<file path="config.mk">
export PLATFORM = sky130hd
export DESIGN_NAME = mdu
export DESIGN_NICKNAME = d
export VERILOG_FILES = /design/src/source/mdu_pkg.sv /design/src/source/mdu_multiplier.sv /design/src/source/mdu_divider.sv /design/src/source/mdu_control.sv /design/src/source/mdu.sv
export SDC_FILE = /design/constraint.sdc
export NUM_CORES = 2
export LEC_CHECK = 0
export BUFFER_PORTS_ARGS = -buffer_cell sky130_fd_sc_hd__buf_2
export CORE_UTILIZATION = 46
export DETAILED_ROUTE_END_ITERATION = 6
export PLACE_DENSITY = 0.61
export SETUP_SLACK_MARGIN = 0.2
export SYNTH_ARGS = -nofsm -noshare
export SYNTH_HDL_FRONTEND = slang
export SYNTH_SLANG_ARGS = --single-unit
</file>
<file path="constraint.sdc">
create_clock -name clk -period 10.5 [get_ports clk]
set_clock_uncertainty 0.05 [all_clocks]
set_input_delay 3.15 -clock clk [delete_from_list [all_inputs] [get_ports clk]]
set_output_delay 3.15 -clock clk [all_outputs]
set_load 0.05 [all_outputs]
</file>
<file path="src/source/mdu_pkg.sv">
package mdu_pkg;

	// One general purpose register value.
	typedef logic [31:0] word_t;

	// HI:LO pair, also the full multiplier product.
	typedef logic [63:0] dword_t;

	// Operation codes issued by the pipeline.
	typedef enum logic [4:0] {
		op_none  = 5'd0,
		op_mult  = 5'd1,
		op_multu = 5'd2,
		op_div   = 5'd3,
		op_divu  = 5'd4,
		op_mfhi  = 5'd5,
		op_mflo  = 5'd6,
		op_mthi  = 5'd7,
		op_mtlo  = 5'd8,
		op_madd  = 5'd9,  // HI:LO + rs * rt, signed.
		op_maddu = 5'd10,
		op_msub  = 5'd11, // HI:LO - rs * rt, signed.
		op_msubu = 5'd12
	} mdu_op_t;

endpackage

</file>
<file path="src/source/mdu_multiplier.sv">
`timescale 1ns/1ps

module mdu_multiplier import mdu_pkg::*; #(
	parameter int MULT_STEP = 2
) (
	input logic clk,
	input logic reset,
	input logic start,
	input logic is_signed,
	input word_t a,
	input word_t b,
	output dword_t product,
	output logic done
);

	localparam int STEPS = 32 / MULT_STEP;

	logic [5:0] count; // Steps still to run.
	dword_t mcand;     // Multiplicand magnitude, moves left each step.
	word_t mplier;     // Multiplier magnitude, moves right each step.
	dword_t acc;
	logic negate;
	dword_t acc_next;
	word_t a_mag;
	word_t b_mag;

	// Work on magnitudes, the sign is put back at the end.
	assign a_mag = (is_signed && a[31]) ? -a : a;
	assign b_mag = (is_signed && b[31]) ? -b : b;

	// MULT_STEP partial products per cycle.
	always_comb begin
		acc_next = acc;
		for (int i = 0; i < MULT_STEP; i++) begin
			if (mplier[i]) begin
				acc_next = acc_next + (mcand << i);
			end
		end
	end

	always_ff @(posedge clk) begin
		if (reset) begin
			count <= '0;
			done <= 1'b0;
		end else begin
			done <= 1'b0;
			if (start) begin
				count <= 6'(STEPS);
			end else if (count != 0) begin
				count <= count - 1'b1;
				if (count == 1) begin
					done <= 1'b1; // Product lands with it.
				end
			end
		end
	end

	always_ff @(posedge clk) begin
		if (start) begin
			mcand <= {32'b0, a_mag};
			mplier <= b_mag;
			acc <= '0;
			negate <= is_signed && (a[31] ^ b[31]);
		end else if (count != 0) begin
			mcand <= mcand << MULT_STEP;
			mplier <= mplier >> MULT_STEP;
			acc <= acc_next;
			if (count == 1) begin
				product <= negate ? -acc_next : acc_next;
			end
		end
	end

	// Control must wait for done before the next start.
	assert property (@(posedge clk) disable iff (reset) start |-> count == 0)
		else $error("multiplier started while running");

endmodule

</file>
<file path="src/source/mdu_divider.sv">
`timescale 1ns/1ps

module mdu_divider import mdu_pkg::*; (
	input logic clk,
	input logic reset,
	input logic start,
	input logic is_signed,
	input word_t dividend,
	input word_t divisor,
	output word_t quotient,
	output word_t remainder,
	output logic div_by_zero,
	output logic done
);

	logic [5:0] count; // Quotient bits still to produce.
	word_t rem;
	word_t quo;        // Dividend shifts out, quotient shifts in.
	word_t dsr;        // Divisor magnitude.
	logic neg_quo;
	logic neg_rem;
	logic [32:0] rem_shift;
	logic [32:0] diff;
	word_t rem_next;
	word_t quo_next;
	word_t dvd_mag;
	word_t dsr_mag;

	assign dvd_mag = (is_signed && dividend[31]) ? -dividend : dividend;
	assign dsr_mag = (is_signed && divisor[31]) ? -divisor : divisor;

	// One restoring step. Bit 32 of diff is the borrow.
	always_comb begin
		rem_shift = {rem, quo[31]};
		diff = rem_shift - {1'b0, dsr};
		if (diff[32]) begin
			rem_next = rem_shift[31:0]; // Restore.
			quo_next = {quo[30:0], 1'b0};
		end else begin
			rem_next = diff[31:0];
			quo_next = {quo[30:0], 1'b1};
		end
	end

	always_ff @(posedge clk) begin
		if (reset) begin
			count <= '0;
			done <= 1'b0;
			div_by_zero <= 1'b0;
		end else begin
			done <= 1'b0;
			if (start) begin
				count <= 6'd32;
				div_by_zero <= (divisor == '0);
			end else if (count != 0) begin
				count <= count - 1'b1;
				if (count == 1) begin
					done <= 1'b1;
				end
			end
		end
	end

	always_ff @(posedge clk) begin
		if (start) begin
			rem <= '0;
			quo <= dvd_mag;
			dsr <= dsr_mag;
			neg_quo <= is_signed && (dividend[31] ^ divisor[31]);
			neg_rem <= is_signed && dividend[31]; // Remainder follows the dividend.
		end else if (count != 0) begin
			rem <= rem_next;
			quo <= quo_next;
			if (count == 1) begin
				// Truncates toward zero. 0x80000000 / -1 wraps back to itself.
				quotient <= neg_quo ? -quo_next : quo_next;
				remainder <= neg_rem ? -rem_next : rem_next;
			end
		end
	end

	assert property (@(posedge clk) disable iff (reset) start |-> count == 0)
		else $error("divider started while busy");

endmodule

</file>
<file path="src/source/mdu_control.sv">
`timescale 1ns/1ps

module mdu_control import mdu_pkg::*; (
	input logic clk,
	input logic reset,
	input logic en,
	input mdu_op_t op,
	input word_t rs,
	input word_t rt,
	output word_t result,
	output logic busy,
	output logic mul_start,
	output logic div_start,
	output logic is_signed,
	output word_t op_a,
	output word_t op_b,
	input dword_t product,
	input logic mul_done,
	input word_t quotient,
	input word_t remainder,
	input logic div_done,
	input logic div_by_zero
);

	typedef enum logic [1:0] {
		st_idle,
		st_launch,
		st_mul_wait,
		st_div_wait
	} state_t;

	state_t state;
	mdu_op_t cur_op;  // Operation being worked on.
	word_t hi;
	word_t lo;
	logic is_mul_op;
	logic is_div_op;
	logic long_op;
	logic cur_is_div;
	dword_t hilo_next;

	assign is_mul_op = op inside {op_mult, op_multu, op_madd, op_maddu, op_msub, op_msubu};
	assign is_div_op = op inside {op_div, op_divu};
	assign long_op = en && (is_mul_op || is_div_op);

	assign cur_is_div = cur_op inside {op_div, op_divu};
	assign is_signed = cur_op inside {op_mult, op_div, op_madd, op_msub};

	// High in the presenting cycle too, so the pipeline stalls at once.
	assign busy = (state != st_idle) || long_op;

	assign result = busy ? '0 :
		(op == op_mfhi) ? hi :
		(op == op_mflo) ? lo : '0;

	assign mul_start = (state == st_launch) && !cur_is_div;
	assign div_start = (state == st_launch) && cur_is_div;

	// New HI:LO from the product.
	always_comb begin
		case (cur_op)
			op_madd, op_maddu: hilo_next = {hi, lo} + product;
			op_msub, op_msubu: hilo_next = {hi, lo} - product;
			default: hilo_next = product;
		endcase
	end

	always_ff @(posedge clk) begin
		if (reset) begin
			state <= st_idle;
			cur_op <= op_none;
			hi <= '0;
			lo <= '0;
		end else begin
			case (state)
				st_idle: begin
					if (long_op) begin
						state <= st_launch;
						cur_op <= op;
					end else if (en && op == op_mthi) begin
						hi <= rs;
					end else if (en && op == op_mtlo) begin
						lo <= rs;
					end
				end
				st_launch: begin
					state <= cur_is_div ? st_div_wait : st_mul_wait;
				end
				st_mul_wait: begin
					if (mul_done) begin
						{hi, lo} <= hilo_next;
						state <= st_idle;
					end
				end
				st_div_wait: begin
					if (div_done) begin
						if (!div_by_zero) begin // HI and LO kept on zero divisor.
							hi <= remainder;
							lo <= quotient;
						end
						state <= st_idle;
					end
				end
				default: state <= st_idle;
			endcase
		end
	end

	// Operands held for the arithmetic units.
	always_ff @(posedge clk) begin
		if (state == st_idle && long_op) begin
			op_a <= rs;
			op_b <= rt;
		end
	end

	assert property (@(posedge clk) disable iff (reset) mul_done |-> state == st_mul_wait)
		else $error("multiplier done while not waiting");

	assert property (@(posedge clk) disable iff (reset) div_done |-> state == st_div_wait)
		else $error("divider done while not waiting");

endmodule

</file>
<file path="src/source/mdu.sv">
`timescale 1ns/1ps

module mdu import mdu_pkg::*; #(
	parameter int MULT_STEP = 2 // Product bits per cycle: 1, 2 or 4.
) (
	input logic clk,
	input logic reset,
	input word_t rs,
	input word_t rt,
	input mdu_op_t op,
	input logic en,
	output word_t result,
	output logic busy
);

	logic mul_start;
	logic div_start;
	logic is_signed;
	word_t op_a;
	word_t op_b;
	dword_t product;
	logic mul_done;
	word_t quotient;
	word_t remainder;
	logic div_done;
	logic div_by_zero;

	mdu_control u_control (
		.clk(clk),
		.reset(reset),
		.en(en),
		.op(op),
		.rs(rs),
		.rt(rt),
		.result(result),
		.busy(busy),
		.mul_start(mul_start),
		.div_start(div_start),
		.is_signed(is_signed),
		.op_a(op_a),
		.op_b(op_b),
		.product(product),
		.mul_done(mul_done),
		.quotient(quotient),
		.remainder(remainder),
		.div_done(div_done),
		.div_by_zero(div_by_zero)
	);

	mdu_multiplier #(
		.MULT_STEP(MULT_STEP)
	) u_multiplier (
		.clk(clk),
		.reset(reset),
		.start(mul_start),
		.is_signed(is_signed),
		.a(op_a),
		.b(op_b),
		.product(product),
		.done(mul_done)
	);

	mdu_divider u_divider (
		.clk(clk),
		.reset(reset),
		.start(div_start),
		.is_signed(is_signed),
		.dividend(op_a),
		.divisor(op_b),
		.quotient(quotient),
		.remainder(remainder),
		.div_by_zero(div_by_zero),
		.done(div_done)
	);

endmodule

</file>
== Word level (Yosys, flattened, before mapping) ==
Cells that the tools add are included.

* Register bits: 537
* Output and inout bits: 33
* Word-level logic and storage cells: 154

* Add/subtract/negate cells: 12
* Equal/unequal tests: 32
* Mux-type cells: 43
* Bitwise logic cells: 5
* Reduce and logical (&&, ||, !) cells: 36

{| class="wikitable"
|+ Operators with widths
! cell !! number
|-
| 32-bit two-way mux || 25
|-
| 64-bit adder || 3
|-
| 64-bit two-way mux || 3
|-
| 32-bit case mux with 3 select lines || 2
|-
| 32-bit negator || 4
|-
| 64-bit case mux with 2 select lines || 1
|-
| 64-bit negator || 1
|-
| 64-bit subtractor || 1
|-
| 5-bit by 4-bit == test with 1-bit output, second input constant || 9
|-
| 33-bit by 32-bit subtractor with 33-bit output || 1
|-
| 32-bit logical NOT || 1
|-
| 5-bit by 3-bit == test with 1-bit output, second input constant || 5
|-
| 6-bit nonzero test || 3
|-
| 5-bit by 2-bit == test with 1-bit output, second input constant || 3
|-
| 6-bit by 1-bit == test with 1-bit output, second input constant || 2
|-
| 6-bit two-way mux || 2
|-
| 6-bit by 1-bit subtractor with 6-bit output, second input constant || 2
|-
| 5-bit by 1-bit == test with 1-bit output, second input constant || 2
|-
| 5-bit two-way mux || 2
|-
| 2-bit by 1-bit != test with 1-bit output, second input constant || 5
|-
| 2-bit nonzero test || 5
|-
| 1-bit logical AND || 9
|-
| 3-bit AND reduction || 3
|-
| 2-bit case mux with 4 select lines || 1
|-
| other kinds (17) || 33
|}

== Depth between registers and ports, before layout ==
* Depth after elaboration: 6
* Mapped depth: 28

== Cells and area by module ==
Synthesis repeated with hierarchy kept, for this count alone.

* Cells, all modules: 5,641
* Area, all modules: 45,422.3 sq um

{| class="wikitable"
|+ By module, submodules not included
! module !! times used !! cells each !! area each (sq um) !! sequential area each (sq um)
|-
| mdu_multiplier || 1 || 2,877 || 22,191.3 || 5,935.7
|-
| mdu_control || 1 || 1,523 || 11,891.4 || 3,343.2
|-
| mdu_divider || 1 || 1,241 || 11,339.6 || 4,704.5
|}

== Worst setup path before layout ==
Ideal clock, no wire load.

* Path type: input-to-reg
* Start: input port op[0]
* End: register u_control.cur_op[0]
* Arrival time: 8.720 ns
* Data required time: 10.322 ns
* Setup slack: 1.603 ns
* Stages on the path: 5
* Buffers on the path: 0
* Path through: o21ai_0 nand3_1 nor3_1 mux2i_1 nor2_1

* Cells in the longest elaborated chain, start to end: 5
* Elaborated cells on any way between the ends: 13

{| class="wikitable"
|+ Ends and longest elaborated chain
! what !! RTL line !! text
|-
| start: declaration || mdu.sv:10 || <nowiki>input mdu_op_t op,</nowiki>
|-
| 5-bit by 1-bit == test with 1-bit output (tied with other cells) || mdu_control.sv:42 || <nowiki>assign is_mul_op = op inside {op_mult, op_multu, op_madd, op_maddu, op_msub, op_msubu};</nowiki>
|-
| 6-bit nonzero test or 2-bit nonzero test (tied branches) || mdu_control.sv:42, mdu_control.sv:43 ||
|-
| 1-bit logical OR || mdu_control.sv:44 || <nowiki>assign long_op = en && (is_mul_op || is_div_op);</nowiki>
|-
| 1-bit logical AND || mdu_control.sv:44 ||
|-
| 2-bit AND reduction (no line) || - ||
|-
| end signal: assignment || mdu_control.sv:71 || <nowiki>cur_op <= op_none;</nowiki>
|-
| end signal: assignment || mdu_control.sv:79 || <nowiki>cur_op <= op;</nowiki>
|-
| end: declaration || mdu_control.sv:33 || <nowiki>mdu_op_t cur_op;</nowiki>
|}

Parallel ways exist; a longest one is shown, timed or not.
A chain may end at the register's enable or synchronous reset.

== Final worst setup path ==
* Start: register u_multiplier.mcand[10]
* End: register u_multiplier.product[57], data pin

* Cells in the longest elaborated chain, start to end: 6

{| class="wikitable"
|+ Ends and longest elaborated chain
! what !! RTL line !! text
|-
| start: declaration || mdu_multiplier.sv:19 || <nowiki>dword_t mcand;</nowiki>
|-
| start signal: assignment || mdu_multiplier.sv:60 || <nowiki>mcand <= {32'b0, a_mag};</nowiki>
|-
| start signal: assignment || mdu_multiplier.sv:65 || <nowiki>mcand <= mcand << MULT_STEP;</nowiki>
|-
| 64-bit adder || mdu_multiplier.sv:36 || <nowiki>acc_next = acc_next + (mcand << i);</nowiki>
|-
| 64-bit two-way mux || mdu_multiplier.sv:35 || <nowiki>if (mplier[i]) begin</nowiki>
|-
| 64-bit adder || mdu_multiplier.sv:36 ||
|-
| 64-bit two-way mux (*) || mdu_multiplier.sv:35 ||
|-
| 64-bit negator || mdu_multiplier.sv:69 || <nowiki>product <= negate ? -acc_next : acc_next;</nowiki>
|-
| 64-bit two-way mux (*) || mdu_multiplier.sv:69 ||
|-
| end signal: assignment || mdu_multiplier.sv:69 ||
|-
| end: declaration || mdu_multiplier.sv:12 || <nowiki>output dword_t product,</nowiki>
|}

Mark *: on every way between the ends. The rest lies on a longest branch, timed or not.

==> results_dict.tcl <==
set metrics [dict create \
    status "complete, but fails checks" \
    violations "capacitance limit, slew limit" \
    synth_flop_cell "edfxtp_1" \
    slew_headroom_pct -6.65 \
    hold_buffers 0 \
    nets 5489 \
    fill_cells 8928 \
    reg2reg_from "u_multiplier.mcand[10]$_DFFE_PP_" \
    min_path_type "reg -> reg" \
    top_level_ports 105 \
    clk_latency_ps 690 \
    avgSynthCellArea_um2 8.12 \
    synthDistinctLibCells 106 \
    holdWs_ps 421 \
    die_h_um 306 \
    critPathKind "reg -> reg" \
    synth_edf_count 323 \
    critPathLaunchType "flip-flop" \
    cts_root_buffer "clkbuf_16" \
    syn_to_final_growth_pct 8.77 \
    reg2reg_depth 23 \
    post_cts_buffers 0 \
    ys_warn_count 0 \
    cts_tree "done" \
    grt_start_max_net_pins 79 \
    htreeDepth 2 \
    drive_gt1_share_pct 7.57 \
    async_flop_share_pct 0 \
    num_vias 40800 \
    netlist_area_mm2 0.0426 \
    drt-initial-drc-count 5310 \
    clock_path_buffers 3 \
    grt_usage_pct 34.1 \
    fmax_mhz 108 \
    r2r-end "u_multiplier.product[57]$_DFFE_PP_" \
    port_buffers 104 \
    cts_resized 0 \
    dr.pass1.iters 6 \
    rsz0062_at_grt "false" \
    arrival_ps 9580 \
    worst_pin_slew_ps 1560 \
    route.antenna.remaining_nets 0 \
    dieArea_mm2 0.0939 \
    r2r_slack_ps 1270 \
    coreArea_mm2 0.0917 \
    ys_seq_area_share_pct 32.8 \
    postPlaceCellArea_mm2 0.0441 \
    worstSetupEndpoint "u_multiplier.product[57]$_DFFE_PP_" \
    netlist_instances 5248 \
    numCtsBuffers 61 \
    end_kind "flip-flop" \
    vias_per_cell 6.35 \
    multi_input_area_mm2 0.0270 \
    cp_max_fo 13 \
    cts.sinks 537 \
    drc_errors 0 \
    fin_crit_sh_pct 87.9 \
    final_cell_mix "nand2_1 (644), nor2_1 (549), a21oi_1 (435)" \
    die_w_um 306 \
    wire_per_inst_um 25.6 \
    grt_pass1_wl_mm 242 \
    finalWeightedCongestion 0.992 \
    initial_core_util_pct 46.5 \
    final_common_cell "nand2_1" \
    drv_slew 3 \
    max_cap_viol_count 1 \
    critPathLaunch "u_multiplier.mcand[10]$_DFFE_PP_" \
    hpwl_mm 128 \
    min_period_ps 9230 \
    tns_ps 0 \
    syn_nets 5556 \
    final-seq-area_mm2 0.0140 \
    hold_violations 0 \
    ys_ff_latch 537 \
    rows 111 \
    gr-total-overflow 0 \
    hold_depth 2 \
    final_area_mm2 0.0464 \
    grt_pass1_vias 36700 \
    crit_required_ps 10850 \
    largestRegisters "u_multiplier.acc: 64 flops, u_multiplier.mcand: 64 flops, u_multiplier.product: 64 flops" \
    drt-total-wl_mm 164 \
    clk_pin_slew_worst_paths_ps 60 \
    setup_viol 0 \
    antenna_found_initial 12 \
]
[layout make-up]
class | count | share of cell area, %
inverter | 142 | 1.16
antenna | 3 | 0.0162
clock inverter | 45 | 1.43
timing repair buffer | 171 | 2.23
clock buffer | 71 | 3.50
sequential | 537 | 30.2
tap | 1186 | 3.20
multi-input combinational | 4268 | 58.3
[synthesized netlist by cell type, types with 16 or more instances]
cell | number | area, µm²
clkbuf_1 | 263 | 987
buf_1 | 27 | 101
nand2_1 | 647 | 2430
a22oi_1 | 41 | 308
nand4_1 | 89 | 557
nor3_1 | 134 | 671
a31oi_1 | 40 | 250
xnor2_1 | 230 | 2010
xor2_1 | 165 | 1450
o21ai_1 | 59 | 295
mux2i_1 | 65 | 651
a221oi_1 | 19 | 166
a21oi_1 | 435 | 2180
nand3b_1 | 20 | 150
nor2_1 | 549 | 2060
a21o_1 | 111 | 833
a311oi_1 | 44 | 385
o31ai_1 | 75 | 563
o21ai_0 | 341 | 1710
a211oi_1 | 130 | 976
or3_1 | 67 | 419
ha_1 | 232 | 2900
o41ai_1 | 21 | 184
or2_2 | 16 | 100
o21a_1 | 45 | 338
inv_1 | 136 | 510
o21bai_1 | 35 | 263
mux2_2 | 40 | 450
nor2b_1 | 56 | 350
and2_1 | 29 | 181
nand3_1 | 85 | 425
o211ai_1 | 59 | 443
and3_1 | 32 | 200
dfxtp_1 | 214 | 4280
nor4_1 | 27 | 169
nand2b_1 | 62 | 388
or4_1 | 19 | 143
edfxtp_1 | 323 | 9700
[per-layer routing]
metal	part of all wire [%]	track usage [%]	vias up
li1	-	-	19200
met1	46	51.1	19600
met2	42	49.9	1767
met3	9.4	5.74	221
met4	2.9	9.29	8
met5	0.035	0	-
[logic make-up (layout without fill, tap and decap cells)]
group                      after synthesis  in the layout  share of synthesized area (%)
and+or+nand+nor                       1901           1901                           20.8
AOI/OAI and AO/OA                     1627           1627                           24.6
DFF                                    537            537                           32.8
buffers and inverters                  443            429                           3.95
xor gates and xnor gates               396            396                           8.16
adders and majority gates              236            236                           7.00
muxes                                  108            108                           2.66
other                                    0              3                              0
[worst max-delay path: stages (launching register included)]
cell and delay, ps:
edfxtp_1 430, ha_1 400, a21oi_1 370, o21ai_1 220, nor3_1 530, a21oi_1 270
a21oi_1 710, o21ba_2 230, xnor2_1 80, mux2_2 280, ha_1 510, nand4_1 350
nor4_1 820, nand3_1 250, a2111oi_0 850, nor3_1 300, xor2_1 240, o311ai_1 240
a32oi_1 350, o2111ai_1 270, nor3_1 500, nand4_1 300, o31ai_1 320, xnor2_1 90
[worst min path at each step]
stage / from / endpoint
detailed placement: u_multiplier.mcand[63]$_SDFFE_PP0N_ / u_multiplier.mcand[63]$_SDFFE_PP0N_
floorplan: u_multiplier.mcand[63]$_SDFFE_PP0N_ / u_multiplier.mcand[63]$_SDFFE_PP0N_
global route: u_multiplier.acc[2]$_SDFFE_PP0N_ / u_multiplier.acc[2]$_SDFFE_PP0N_
global placement: u_multiplier.mcand[63]$_SDFFE_PP0N_ / u_multiplier.mcand[63]$_SDFFE_PP0N_
finish: u_multiplier.mcand[63]$_SDFFE_PP0N_ / u_multiplier.mcand[63]$_SDFFE_PP0N_
CTS: u_multiplier.mcand[63]$_SDFFE_PP0N_ / u_multiplier.mcand[63]$_SDFFE_PP0N_
[through the flow]
stage                     utilization [%]  std cells  setup slack (ps)
after global routing                 50.6       6420               883
after floorplan                         -       5248              1600
after CTS                            50.6       6420              1810
after detailed placement             48.1       6304              1920
final                                50.6       6423              1270
after global placement               48.1       6304              2070
Power is left out: the tool's default activity adds up to more than one toggle a clock period on the data nets, which glitch-free logic cannot reach.
